File: config.mk
export PLATFORM = sky130hd
export DESIGN_NAME = motion_top
export DESIGN_NICKNAME = d
export VERILOG_FILES = /design/src/stepper_pkg.sv /design/src/cmd_decoder.sv /design/src/dda_stepper.sv /design/src/motion_top.sv /design/src/sync_fifo.sv /design/src/tick_divider.sv
export VERILOG_INCLUDE_DIRS = /design/src /design/src/src
export SDC_FILE = /design/constraint.sdc
export NUM_CORES = 1
export LEC_CHECK = 0
export BUFFER_PORTS_ARGS = -buffer_cell sky130_fd_sc_hd__buf_2
export CORE_MARGIN = 1
export CORE_UTILIZATION = 46
export DETAILED_ROUTE_END_ITERATION = 10
export GPL_TIMING_DRIVEN = 0
export SLEW_MARGIN = 15
export SYNTH_ARGS = -nofsm -noshare
export SYNTH_HDL_FRONTEND = slang
export SYNTH_HIERARCHICAL = 1
export SYNTH_SLANG_ARGS = --single-unit
export TNS_END_PERCENT = 100
File: constraint.sdc
create_clock -name CLK -period 18.2 [get_ports CLK]
set_input_delay 0.91 -clock CLK [delete_from_list [all_inputs] [get_ports CLK]]
set_output_delay 0.91 -clock CLK [all_outputs]
set_load 0.05 [all_outputs]
File: src/stepper_consts.svh
`ifndef STEPPER_CONSTS_SVH
`define STEPPER_CONSTS_SVH

// Command header codes, top byte of a word
`define CMD_COORDINATED_STEP 8'h01
`define CMD_MOTOR_ENABLE     8'h0a
`define CMD_CLK_DIVISOR      8'h0b
`define CMD_API_VERSION      8'hfe

// Reply to the version query
`define VERSION_MAJOR 8'd1
`define VERSION_MINOR 8'd2
`define VERSION_PATCH 8'd0

`define MOVE_BUFFER_DEPTH  4
`define REPLY_BUFFER_DEPTH 2

// One full step in substep units (2^32)
`define STEP_THRESHOLD 64'sh0000_0001_0000_0000

`define DEFAULT_CLK_DIVISOR 8'd3

`endif

File: src/stepper_pkg.sv
package stepper_pkg;

  // One buffered coordinated move, 193 bits
  typedef struct packed {
    logic               dir;        // Header bit 0
    logic        [63:0] duration;   // Ticks, never zero
    logic signed [63:0] increment;  // Substeps added per tick
    logic signed [63:0] incinc;     // Added to increment per tick
  } move_t;

  // Command decoder states
  // HEADER waits for a command word,
  // the next three collect the move body
  typedef enum logic [2:0] {
    HEADER,
    DURATION,
    INCREMENT,
    INCINC,
    PUSH       // Offer the move to the buffer
  } dec_state_t;

endpackage

File: src/cmd_decoder.sv
`timescale 1ns/1ps
`include "stepper_consts.svh"

module cmd_decoder import stepper_pkg::*; (
  input  logic        CLK,
  input  logic        resetn,
  input  logic        word_valid,
  output logic        word_ready,
  input  logic [63:0] word_data,
  output logic        move_valid,
  input  logic        move_ready,
  output move_t       move_data,
  output logic        rep_valid,
  input  logic        rep_ready,
  output logic [63:0] rep_data,
  output logic        enable,
  output logic [7:0]  clk_divisor
);

  localparam logic [63:0] VERSION_WORD = {
    40'd0, `VERSION_MAJOR, `VERSION_MINOR, `VERSION_PATCH
  };

  dec_state_t state;
  move_t      move_r;       // Move under assembly
  logic       rep_valid_r;
  logic       word_fire;
  logic [7:0] header;

  // Host stalls while a move or a reply waits to be taken
  assign word_ready = (state != PUSH) && !rep_valid_r;
  assign word_fire  = word_valid & word_ready;
  assign header     = word_data[63:56];

  assign move_valid = (state == PUSH);
  assign move_data  = move_r;
  assign rep_valid  = rep_valid_r;
  assign rep_data   = VERSION_WORD;  // Only reply we produce

  // Move body words, no reset needed on payload
  always_ff @(posedge CLK) begin
    if (word_fire) begin
      case (state)
        HEADER: begin
          if (header == `CMD_COORDINATED_STEP) move_r.dir <= word_data[0];
        end
        DURATION:  move_r.duration  <= word_data;
        INCREMENT: move_r.increment <= word_data;
        INCINC:    move_r.incinc    <= word_data;
        default:   ;
      endcase
    end
  end

  always_ff @(posedge CLK) begin
    if (!resetn) begin
      state       <= HEADER;
      enable      <= 1'b0;
      clk_divisor <= `DEFAULT_CLK_DIVISOR;
      rep_valid_r <= 1'b0;
    end else begin
      if (rep_valid_r && rep_ready) rep_valid_r <= 1'b0;

      case (state)
        HEADER: begin
          if (word_fire) begin
            case (header)
              `CMD_COORDINATED_STEP: state <= DURATION;
              `CMD_MOTOR_ENABLE:     enable <= word_data[0];
              `CMD_CLK_DIVISOR:      clk_divisor <= word_data[7:0];
              `CMD_API_VERSION:      rep_valid_r <= 1'b1;
              default:               ;  // Unknown header dropped
            endcase
          end
        end
        DURATION: begin
          if (word_fire) state <= INCREMENT;
        end
        INCREMENT: begin
          if (word_fire) state <= INCINC;
        end
        INCINC: begin
          if (word_fire) state <= PUSH;
        end
        PUSH: begin
          // Full buffer holds us here
          if (move_ready) state <= HEADER;
        end
        default: state <= HEADER;
      endcase
    end
  end

endmodule

File: src/dda_stepper.sv
`timescale 1ns/1ps
`include "stepper_consts.svh"

module dda_stepper import stepper_pkg::*; (
  input  logic  CLK,
  input  logic  resetn,
  input  logic  halt_n,
  input  logic  enable,
  input  logic  mv_valid,
  output logic  mv_ready,
  input  move_t mv_data,
  output logic  run_tick,
  input  logic  tick,
  output logic  step,
  output logic  dir,
  output logic  busy,
  output logic  move_done
);

  localparam logic signed [63:0] THRESHOLD = `STEP_THRESHOLD;

  logic        [63:0] remaining;  // Ticks left in this move
  logic signed [63:0] inc_r;
  logic signed [63:0] incinc_r;
  logic signed [63:0] accum;      // Substep accumulator
  logic signed [63:0] acc_sum;
  logic               load;

  // Idle, motor on and not halted
  assign mv_ready = !busy && enable && halt_n;
  assign load     = mv_valid & mv_ready;
  assign run_tick = busy;
  assign acc_sum  = accum + inc_r;

  // Per-move payload
  always_ff @(posedge CLK) begin
    if (load) begin
      remaining <= mv_data.duration;
      inc_r     <= mv_data.increment;
      incinc_r  <= mv_data.incinc;
    end else if (busy && tick && halt_n) begin
      remaining <= remaining - 64'd1;
      inc_r     <= inc_r + incinc_r;  // Acceleration term
    end
  end

  always_ff @(posedge CLK) begin
    if (!resetn) begin
      busy      <= 1'b0;
      step      <= 1'b0;
      move_done <= 1'b0;
      dir       <= 1'b0;
      accum     <= '0;
    end else begin
      step      <= 1'b0;
      move_done <= 1'b0;
      if (!halt_n) begin
        // Abandon the move, accumulator left as is
        busy <= 1'b0;
      end else if (load) begin
        busy <= 1'b1;
        dir  <= mv_data.dir;
      end else if (busy && tick) begin
        if (acc_sum > THRESHOLD) begin
          accum <= acc_sum - THRESHOLD;
          step  <= 1'b1;
        end else begin
          accum <= acc_sum;
        end
        if (remaining == 64'd1) begin
          busy      <= 1'b0;
          move_done <= 1'b1;  // Last tick of the move
        end
      end
    end
  end

endmodule

File: src/motion_top.sv
`timescale 1ns/1ps
`include "stepper_consts.svh"

module motion_top import stepper_pkg::*; (
  input  logic        CLK,
  input  logic        resetn,
  input  logic        word_valid,
  output logic        word_ready,
  input  logic [63:0] word_data,
  output logic        reply_valid,
  input  logic        reply_ready,
  output logic [63:0] reply_data,
  input  logic        halt_n,
  output logic        step,
  output logic        dir,
  output logic        enable,
  output logic        busy,
  output logic        move_done,
  output logic        buffer_ready
);

  // Decoder to move buffer
  logic        move_valid;
  logic        move_ready;
  move_t       move_data;
  // Move buffer to stepper
  logic        mv_valid;
  logic        mv_ready;
  move_t       mv_data;
  // Decoder to reply buffer
  logic        rep_valid;
  logic        rep_ready;
  logic [63:0] rep_data;

  logic [7:0]  clk_divisor;
  logic        run_tick;
  logic        tick;
  logic        move_flush;

  assign move_flush   = ~halt_n;  // Halt drops all queued moves
  assign buffer_ready = move_ready;

  cmd_decoder i_cmd_decoder (
    .CLK(CLK), .resetn(resetn),
    .word_valid(word_valid), .word_ready(word_ready), .word_data(word_data),
    .move_valid(move_valid), .move_ready(move_ready), .move_data(move_data),
    .rep_valid(rep_valid), .rep_ready(rep_ready), .rep_data(rep_data),
    .enable(enable), .clk_divisor(clk_divisor)
  );

  sync_fifo #(.payload_t(move_t), .DEPTH(`MOVE_BUFFER_DEPTH)) i_move_fifo (
    .CLK(CLK), .resetn(resetn), .flush(move_flush),
    .in_valid(move_valid), .in_ready(move_ready), .in_data(move_data),
    .out_valid(mv_valid), .out_ready(mv_ready), .out_data(mv_data)
  );

  sync_fifo #(.payload_t(logic [63:0]), .DEPTH(`REPLY_BUFFER_DEPTH)) i_reply_fifo (
    .CLK(CLK), .resetn(resetn), .flush(1'b0),
    .in_valid(rep_valid), .in_ready(rep_ready), .in_data(rep_data),
    .out_valid(reply_valid), .out_ready(reply_ready), .out_data(reply_data)
  );

  tick_divider i_tick_divider (
    .CLK(CLK), .resetn(resetn), .run(run_tick), .divisor(clk_divisor), .tick(tick)
  );

  dda_stepper i_dda_stepper (
    .CLK(CLK), .resetn(resetn), .halt_n(halt_n), .enable(enable),
    .mv_valid(mv_valid), .mv_ready(mv_ready), .mv_data(mv_data),
    .run_tick(run_tick), .tick(tick),
    .step(step), .dir(dir), .busy(busy), .move_done(move_done)
  );

endmodule

File: src/sync_fifo.sv
`timescale 1ns/1ps

module sync_fifo #(
  parameter type payload_t = logic [63:0],
  parameter int  DEPTH     = 4
) (
  input  logic     CLK,
  input  logic     resetn,
  input  logic     flush,
  input  logic     in_valid,
  output logic     in_ready,
  input  payload_t in_data,
  output logic     out_valid,
  input  logic     out_ready,
  output payload_t out_data
);

  localparam int PTR_W = (DEPTH > 1) ? $clog2(DEPTH) : 1;
  localparam int CNT_W = $clog2(DEPTH + 1);

  payload_t             mem [DEPTH];
  logic     [PTR_W-1:0] wr_ptr;
  logic     [PTR_W-1:0] rd_ptr;
  logic     [CNT_W-1:0] count;
  logic     [CNT_W-1:0] count_next;
  logic                 wr_en;
  logic                 rd_en;

  assign wr_en = in_valid & in_ready;
  assign rd_en = out_valid & out_ready;

  always_comb begin
    case ({wr_en, rd_en})
      2'b10:   count_next = count + 1'b1;
      2'b01:   count_next = count - 1'b1;
      default: count_next = count;  // Both or neither
    endcase
  end

  // Head entry straight from storage
  assign out_data = mem[rd_ptr];

  always_ff @(posedge CLK) begin
    if (wr_en) mem[wr_ptr] <= in_data;
  end

  always_ff @(posedge CLK) begin
    if (!resetn || flush) begin
      wr_ptr    <= '0;
      rd_ptr    <= '0;
      count     <= '0;
      out_valid <= 1'b0;
      in_ready  <= 1'b1;
    end else begin
      if (wr_en) wr_ptr <= (wr_ptr == PTR_W'(DEPTH - 1)) ? '0 : wr_ptr + 1'b1;
      if (rd_en) rd_ptr <= (rd_ptr == PTR_W'(DEPTH - 1)) ? '0 : rd_ptr + 1'b1;
      count     <= count_next;
      out_valid <= (count_next != '0);
      in_ready  <= (count_next != CNT_W'(DEPTH));  // Room left
    end
  end

endmodule

File: src/tick_divider.sv
`timescale 1ns/1ps

module tick_divider (
  input  logic       CLK,
  input  logic       resetn,
  input  logic       run,
  input  logic [7:0] divisor,
  output logic       tick
);

  logic [7:0] count;  // Cycles left before the next tick

  // Tick on the last cycle of each period
  assign tick = run & (count == 8'd0);

  always_ff @(posedge CLK) begin
    if (!resetn) begin
      count <= 8'd0;
    end else if (!run || tick) begin
      // Reload so a period is divisor+1 cycles
      count <= divisor;
    end else begin
      count <= count - 8'd1;
    end
  end

endmodule

==> flow_metrics.tcl, run 1 <==
set metrics [dict create \
    globalplace.congestion 0.928 \
    ctsHtreeMaxLevel 4 \
    final_area_um2 68800 \
    end_kind "flop" \
    cts_setup_buffers 0 \
    grt_pass1_wl_mm 213 \
    slew-limit-headroom 0.192 \
    min_path_type "input port to flop" \
    arrival_ps 7640 \
    drtPass1Iterations 5 \
    reg2reg_from "i_dda_stepper/inc_r[0]" \
    critical_path_class "flop to flop" \
    avgSynthCellArea_um2 15.4 \
    min_from "word_data[11]" \
    cp.required_ps 18870 \
    irDropWorstVdd_mv 0.0933 \
    port_buffers 140 \
    clk_path_buf_depth 3 \
    antenna_found_initial 7 \
    dr.first_iter.drc_count 3153 \
    drive_gt1_frac 0.192 \
    ys_ff_latch 1392 \
    num_vias 34400 \
    rows 132 \
    synth_top_family_by_area "multiplexers" \
    die_h_um 363 \
    setup_viol 0 \
    yosys_warnings 6 \
    syn_inst 3889 \
    core_area_um2 129000 \
    die_area_um2 132000 \
    grt-ovfl-total 0 \
    muxShareOfSynthArea 0.0877 \
    crit_fanout 6 \
    antenna_left 0 \
    rsz0062_at_grt "false" \
    initial_utilization 0.464 \
    synth_xor_area_frac 0.0278 \
    root_buffer "clkbuf_16" \
    min_period_ps 6970 \
    grtUsageTotal 0.218 \
    crit_start "i_dda_stepper/inc_r[0]" \
    fin_setup_tns_ps 0 \
    powerDensity_nw_per_um2 93.4 \
    period_share 0.383 \
    cts_tree "done" \
    dp_hpwl_mm 101 \
    die_width_um 363 \
    synth_compound_area_frac 0.0771 \
    path_clk_slew_ps 60 \
    total_leakage_power_nw 23.1 \
    ys.flop_type "edfxtp_1" \
    syn_area_um2 59900 \
    postPlaceCellArea_um2 64000 \
    ctsResizeCount 0 \
    slew_violations 0 \
    cap_violations 0 \
    status "finished, final reports clean" \
    syn2layout_area_growth_pct 14.7 \
    seq_area_frac_synth 0.679 \
    synth_cell_type_count 99 \
    drc 0 \
    fin_skew_ps 26.8 \
    fmax_mhz 143 \
    cts.sinks 1392 \
    crit_path_start_kind "flop" \
    synthSimpleGateAreaFrac 0.0727 \
    grt_pass1_vias 33900 \
    hold_violations 0 \
    detail_route.vias_per_cell 5.58 \
    wl_per_cell_um 23.3 \
    worst_slew_pin_slew_ps 1210 \
    synth-edff-count 1285 \
    clock_latency_ps 790 \
    nNetsFinal 4504 \
    grt_max_degree 52 \
    synth-async-reset-ratio 0 \
    numCtsBuffers 145 \
    synth_fa_ha_area_frac 0.0300 \
    cts_hold_buf 0 \
    num_io_pins 141 \
    totalWireLength_mm 143 \
]
## cell usage in the layout, fill, tap and decap left out, types with 113 or more instances in the layout
master	instances
a21oi_1	215
nand2_1	312
clkbuf_1	127
clkbuf_16	148
mux4_2	193
ha_1	139
o21ai_0	202
buf_2	182
nor2_1	187
xnor2_1	113
edfxtp_1	1285
## cell families (layout without fill, tap and decap cells)
group                    after synthesis  after routing
AO/OA/AOI/OAI                        727            727
XOR/XNOR                             190            190
adder cells (fa/ha/maj)              142            142
buffers and inverters                272            735
flip-flops                          1392           1392
multiplexers                         276            276
other                                  3             66
AND/OR/NAND/NOR                      887            887
## synthesized netlist by cell type (70+ instances only)
| cell type | number | area [µm²] |
|---|---|---|
| nand2_1 | 313 | 1170 |
| buf_4 | 70 | 526 |
| nor2_1 | 189 | 709 |
| xnor2_1 | 113 | 990 |
| xor2_1 | 77 | 674 |
| a21oi_1 | 215 | 1080 |
| clkbuf_1 | 84 | 315 |
| mux4_2 | 193 | 4350 |
| dfxtp_1 | 107 | 2140 |
| o21ai_0 | 202 | 1010 |
| ha_1 | 139 | 1740 |
| edfxtp_1 | 1285 | 38600 |
## layout make-up
cell class              count  area, µm²
diodes                      1       2.50
repair buffers            195       1610
flip-flops and latches   1392      40700
clock buffers             201       3980
multi-input cells        2287      18000
clock inverters            67        771
inverters                  55        206
fillers                 10500      60500
well taps                1742       2180
plain buffers             217       1310
## report_power, final
group / switching [W] / internal [W]
Clock: 0.00123 / 0.00169
Sequential: 0.000000406 / 0.00345
Combinational: 0.0000312 / 0.0000178
Total: 0.00126 / 0.00516
## worst paths after layout
kind                                                endpoint  slack [ps]  cells after the start
worst max-delay path                 i_dda_stepper/accum[39]       11230                     22
worst min-delay path             i_cmd_decoder/move_data[11]         340                      1
worst max register to register       i_dda_stepper/accum[39]       11230                     22
worst min register to register  i_cmd_decoder/clk_divisor[2]         460                      2
## critical path, cell delays in order (launching register included)
cell and delay (ps):
edfxtp_1 530, ha_1 270, fa_1 240, a211oi_2 110
nor4_1 390, o31ai_1 180, a211oi_1 330, nor2_1 120
o41ai_1 710, a21oi_1 180, xnor2_1 510, ha_1 320
nand3_1 110, nor4b_1 360, nand3_1 200, nor3_1 240
nand3b_1 110, nor4_1 430, a41o_1 380, nand4_1 160
o21bai_1 530, o311ai_0 220, o2111a_1 200
## stage by stage
stage / power, W / std cells / hold WS, ps / setup WS, ps / utilization
global placement: 0.00357 / 5833 / 447 / 1920 / 0.488
detailed placement: 0.00357 / 5888 / 453 / 11420 / 0.495
CTS: 0.00649 / 6156 / 281 / 11330 / 0.532
global route: 0.00661 / 6156 / 295 / 10860 / 0.532
floorplan: 0.00354 / 3951 / 432 / 10130 / -
finish: 0.00642 / 6157 / 342 / 11230 / 0.532
## routing by layer
layer / vias to the layer above / GRT usage / share of wire
met5: - / 0 / 0
met4: 0 / 0.0635 / 0.024
met3: 184 / 0.0397 / 0.062
met2: 973 / 0.338 / 0.46
met1: 17300 / 0.316 / 0.45
li1: 15900 / - / -
## state kept, by name (all words and copies together), names as in the netlist, 2 cells and up, named ones only
signal	count
i_dda_stepper/incinc_r	64
i_dda_stepper/accum	64
i_reply_fifo/mem	128
i_move_fifo/wr_ptr	2
i_tick_divider/count	8
i_dda_stepper/inc_r	64
i_dda_stepper/remaining	64
i_move_fifo/mem	772
i_cmd_decoder/state	3
i_reply_fifo/count	2
i_move_fifo/rd_ptr	2
i_cmd_decoder/clk_divisor	8
i_cmd_decoder/move_data	193
i_move_fifo/count	3
(Power assumes the default switching activity.)
==> run 2: changes to the inputs <==
- clock period: 18.2 -> 6.6 ns (I/O delays scaled with it)
==> flow_metrics.tcl, run 2 (synthesis results as in run 1) <==
set metrics [dict create \
    detail_route.vias_per_cell 5.59 \
    grt-ovfl-total 0 \
    rows 132 \
    fmax_mhz 163 \
    placed_cells 5880 \
    globalplace.congestion 0.904 \
    grtUsageTotal 0.219 \
    cts_tree "done" \
    grt_pass1_vias 34000 \
    cts_setup_buffers 0 \
    end_kind "flop" \
    clock_latency_ps 790 \
    r2r_cells 23 \
    drive_gt1_frac 0.190 \
    clk_path_buf_depth 3 \
    critical_path_class "flop to flop" \
    initial_utilization 0.464 \
    path_clk_slew_ps 60 \
    dp_hpwl_mm 99.9 \
    hold_depth 2 \
    numCtsBuffers 145 \
    totalWireLength_mm 144 \
    die_area_um2 132000 \
    port_buffers 140 \
    slew-limit-headroom 0.159 \
    status "finished, final reports clean" \
    min_period_ps 6140 \
    worst_slew_pin_slew_ps 1260 \
    core_area_um2 129000 \
    fin_skew_ps 28.7 \
    antenna_left 0 \
    powerDensity_nw_per_um2 256 \
    wl_per_cell_um 23.2 \
    crit_fanout 10 \
    irDropWorstVdd_mv 0.262 \
    final_cells 6215 \
    hold_violations 0 \
    multiInputGateArea_um2 18100 \
    drc 0 \
    total_leakage_power_nw 23.4 \
    final_area_um2 69500 \
    num_io_pins 141 \
    grt_pass1_wl_mm 213 \
    drtPass1Iterations 6 \
    grt_max_degree 51 \
    min_from "resetn" \
    postPlaceCellArea_um2 64000 \
    slew_violations 0 \
    setup_viol 0 \
    rsz0062_at_grt "false" \
    period_share 0.930 \
    die_width_um 363 \
    holdWs_ps 108 \
    fin_util 0.537 \
    cap_violations 0 \
    crit_path_start_kind "flop" \
    cp.required_ps 7260 \
    syn2layout_area_growth_pct 15.9 \
    final_cell_mix "1285 x edfxtp_1, 312 x nand2_1, 215 x a21oi_1" \
    reg2reg_to "i_dda_stepper/accum[37]" \
    die_h_um 363 \
    largest_register_ffs 772 \
    nNetsFinal 4561 \
    root_buffer "clkbuf_16" \
    hold-path-endpoint "i_tick_divider/count[3]" \
    reg2reg_slack_ps 460 \
    num_vias 34700 \
    fillers 10600 \
    arrival_ps 6800 \
    min_path_type "input port to flop" \
    antenna_found_initial 14 \
    ctsHtreeMaxLevel 4 \
    seqCellArea_um2 40700 \
    cts.sinks 1392 \
    reg2reg_from "i_dda_stepper/inc_r[0]" \
    dr.first_iter.drc_count 3043 \
    final_common_cell "edfxtp_1" \
    top_register "i_move_fifo/mem" \
]
[run 2: cell types whose count changed in the layout (fill, tap and decap cells not counted), sizes merged]
cell and change:
inv +1, dlygate4sd3 +67, clkinv +8, clkinvlp +3, clkbuf -12, bufinv -1, buf -8
[run 2: critical path, stage by stage (launching register included)]
cell and delay, ps:
edfxtp_1 500, ha_1 300, fa_1 420, a211oi_2 350
nor4_2 110, o31ai_2 330, a211oi_1 170, nor2_2 210
o41ai_4 130, a21oi_1 250, xnor2_2 200, ha_1 290
nand3_1 130, nor4b_1 310, nand3_1 190, nor3_1 250
nand3b_1 120, nor4_2 300, a41o_1 340, nand4_1 170
buf_2 250, o21ba_2 270, a311oi_1 330, nor3b_1 100
[run 2: per-stage QoR]
step | TNS (ps) | setup slack [ps] | power [W]
after detailed placement | 0 | 77.2 | 0.00984
after CTS | 0 | 0.727 | 0.0180
final | 0 | 464 | 0.0178
after floorplan | 0 | 643 | 0.00976
after global routing | 0 | 54.8 | 0.0183
after global placement | -3687500 | -5020 | 0.00984
[run 2: metal layers]
metal,share of wire,vias up,GRT usage
li1,-,16000,-
met3,0.066,194,0.0418
met1,0.45,17500,0.316
met2,0.46,1056,0.336
met4,0.024,0,0.0664
met5,0,-,0
[run 2: layout make-up]
type | instances | share of cell area
repair buffers | 254 | 0.0326
well taps | 1742 | 0.0314
clock inverters | 78 | 0.0113
clock buffers | 191 | 0.0571
multi-input cells | 2287 | 0.260
diodes | 1 | 0.0000360
plain buffers | 215 | 0.0187
flip-flops and latches | 1392 | 0.586
inverters | 55 | 0.00297
[run 2: where the power goes]
group | total, W | internal, W | switching [W]
logic | 0.000168 | 0.0000750 | 0.0000934
clock network | 0.00808 | 0.00463 | 0.00345
registers | 0.00952 | 0.00952 | 0.00000116
total | 0.0178 | 0.0142 | 0.00354
[run 2: repair_timing]
action	CTS	global route
resized for setup	0	8
hold endpoints to repair	212	0
setup endpoints to repair	0	18
hold buffers	67	0
[run 2: worst max-delay path by stage]
stage	from	end	cells after the start
finish	i_dda_stepper/inc_r[0]	i_dda_stepper/accum[37]	23
global route	i_dda_stepper/inc_r[0]	i_dda_stepper/accum[37]	23
CTS	i_dda_stepper/inc_r[0]	i_dda_stepper/accum[39]	22
detailed placement	i_dda_stepper/inc_r[0]	i_dda_stepper/accum[39]	22
global placement	i_cmd_decoder/rep_valid	i_cmd_decoder/move_data[97]	2
floorplan	i_cmd_decoder/state[2]	i_move_fifo/mem[0][0]	2
==> run 3: changes to the inputs <==
- ABC_AREA: default -> 1
==> flow_metrics.tcl, run 3 <==
set metrics [dict create \
    grt_max_degree 54 \
    fmax_mhz 188 \
    top_register "i_move_fifo/mem" \
    rows 137 \
    hold_violations 0 \
    clk_path_buf_depth 3 \
    synth_area_leaders "edfxtp_1 59%, nand2_1 7.4%, nor2_1 4.5%" \
    crit_slowest_cell "edfxtp_1" \
    cts_tree "done" \
    final_cell_mix "1285 x edfxtp_1, 1284 x nand2_1, 767 x nor2_1" \
    drtPass1Iterations 7 \
    clock_latency_ps 790 \
    irDropWorstVdd_mv 0.265 \
    num_io_pins 141 \
    end_kind "flop" \
    drive_gt1_frac 0.116 \
    cap_violations 0 \
    seq_area_frac_synth 0.624 \
    synth-async-reset-ratio 0 \
    synth_common_cells "1285 x edfxtp_1, 1285 x nand2_1, 774 x nor2_1" \
    dp_hpwl_mm 142 \
    cpMostUsedCell "nand2_1" \
    cts_setup_buffers 0 \
    fin_skew_ps 44.9 \
    p_total_w 0.0179 \
    yosys_warnings 6 \
    globalplace.congestion 1.01 \
    port_buffers 140 \
    crit_fanout 6 \
    arrival_ps 5940 \
    total_leakage_power_nw 29.2 \
    ys.flop_type "edfxtp_1" \
    rsz0062_at_grt "false" \
    antenna_left 0 \
    ys_ff_latch 1392 \
    cp.required_ps 7230 \
    root_buffer "clkbuf_16" \
    grt_pass1_wl_mm 279 \
    syn2layout_area_growth_pct 15.4 \
    ctsResizeCount 0 \
    ctsHtreeMaxLevel 4 \
    period_share 0.804 \
    min_period_ps 5310 \
    syn_area_um2 65200 \
    antenna_found_initial 12 \
    totalWireLength_mm 191 \
    fillers 12300 \
    largest_register_ffs 772 \
    grt_pass1_vias 45000 \
    syn_inst 6252 \
    die_width_um 379 \
    detail_route.vias_per_cell 5.35 \
    grt-ovfl-total 0 \
    avgSynthCellArea_um2 10.4 \
    slew-limit-headroom 0.219 \
    die_h_um 379 \
    cpPeakStageDelay_ps 570 \
    worst-path-buf-inv 1 \
    synth-edff-count 1285 \
    slew_violations 0 \
    powerDensity_nw_per_um2 238 \
    grtUsageTotal 0.265 \
    cts.sinks 1392 \
    initial_utilization 0.466 \
    yosysTopAreaCell "edfxtp_1" \
    nNetsFinal 6946 \
    cts_hold_buf 68 \
    crit_path_start_kind "flop" \
    dr.first_iter.drc_count 4493 \
    setup_viol 0 \
    min_path_type "input port to flop" \
    core_area_um2 140000 \
    num_vias 46700 \
    synth_cell_type_count 64 \
    holdWs_ps 341 \
    die_area_um2 143000 \
    path_clk_slew_ps 60 \
    crit_family "simple AND/OR/NAND/NOR gates" \
    drc 0 \
    critical_path_class "flop to flop" \
    status "finished, final reports clean" \
    synth.top_cell.area_share 0.592 \
    numCtsBuffers 148 \
    final_common_cell "edfxtp_1" \
    wl_per_cell_um 21.9 \
    worst_slew_pin_slew_ps 1170 \
]
==> run 3: changes by cell type after synthesis, moves of 39 or more <==
cell / delta
a21o_1: -64
a21oi_1: -41
inv_1: +629
mux2_2: -60
mux2_4: +60
mux4_2: -193
nand2_1: +972
nand3_1: +165
nor2_1: +585
o21ai_0: +273
o21ai_1: +39
o22ai_1: +189
xnor2_1: -67
==> run 3: per-stage QoR <==
step	utilization	area [µm²]	worst slack [ps]	cells	setup TNS, ps
2_1_floorplan	-	65500	-3140	6314	-2486630
3_3_place_gp	0.489	68500	-10210	8330	-8333020
3_5_place_dp	0.499	69800	1370	8393	0
4_1_cts	0.537	75200	1350	8726	0
5_1_grt	0.537	75200	1020	8726	0
6_report	0.537	75300	1290	8730	0
==> run 3: kinds of logic after synthesis <==
logic type	synth area share
other cells	0.000173
fa+ha+maj	0.0276
mux	0.0145
flops	0.624
buf+inv	0.0672
xor+xnor	0.0136
simple gates	0.165
compound gates	0.0873
==> run 3: per-layer routing <==
metal | GRT usage | part of all wire
met4 | 0.105 | 0.039
met3 | 0.0353 | 0.061
met1 | 0.353 | 0.42
met2 | 0.438 | 0.48
met5 | 0 | 0.00016
==> run 3: power breakdown <==
group	internal (W)	switching, W	leakage, nW	total [W]
Clock	0.00467	0.00349	2.29	0.00816
Combinational	0.0000814	0.000124	14.5	0.000205
Sequential	0.00956	0.0000145	12.4	0.00957
==> run 3: path summary, 6_finish.rpt <==
kind | startpoint | endpoint | slack [ps] | depth (start not counted)
max reg2reg | i_dda_stepper/inc_r[0] | i_dda_stepper/accum[49] | 1290 | 28
min | word_data[40] | i_cmd_decoder/move_data[40] | 340 | 2
min reg2reg | i_cmd_decoder/clk_divisor[5] | i_cmd_decoder/clk_divisor[5] | 460 | 2
max | i_dda_stepper/inc_r[0] | i_dda_stepper/accum[49] | 1290 | 28
==> run 3: area by class of cell <==
class | instances | area, µm² | share of cell area
multi-input combinational | 3953 | 20400 | 0.271
clock inverter | 89 | 923 | 0.0123
buffer | 255 | 1690 | 0.0225
inverter | 714 | 2700 | 0.0358
sequential | 1392 | 40700 | 0.541
tap | 1876 | 2350 | 0.0312
antenna | 4 | 10.0 | 0.000133
timing repair buffer | 271 | 2620 | 0.0348
clock buffer | 176 | 3820 | 0.0507
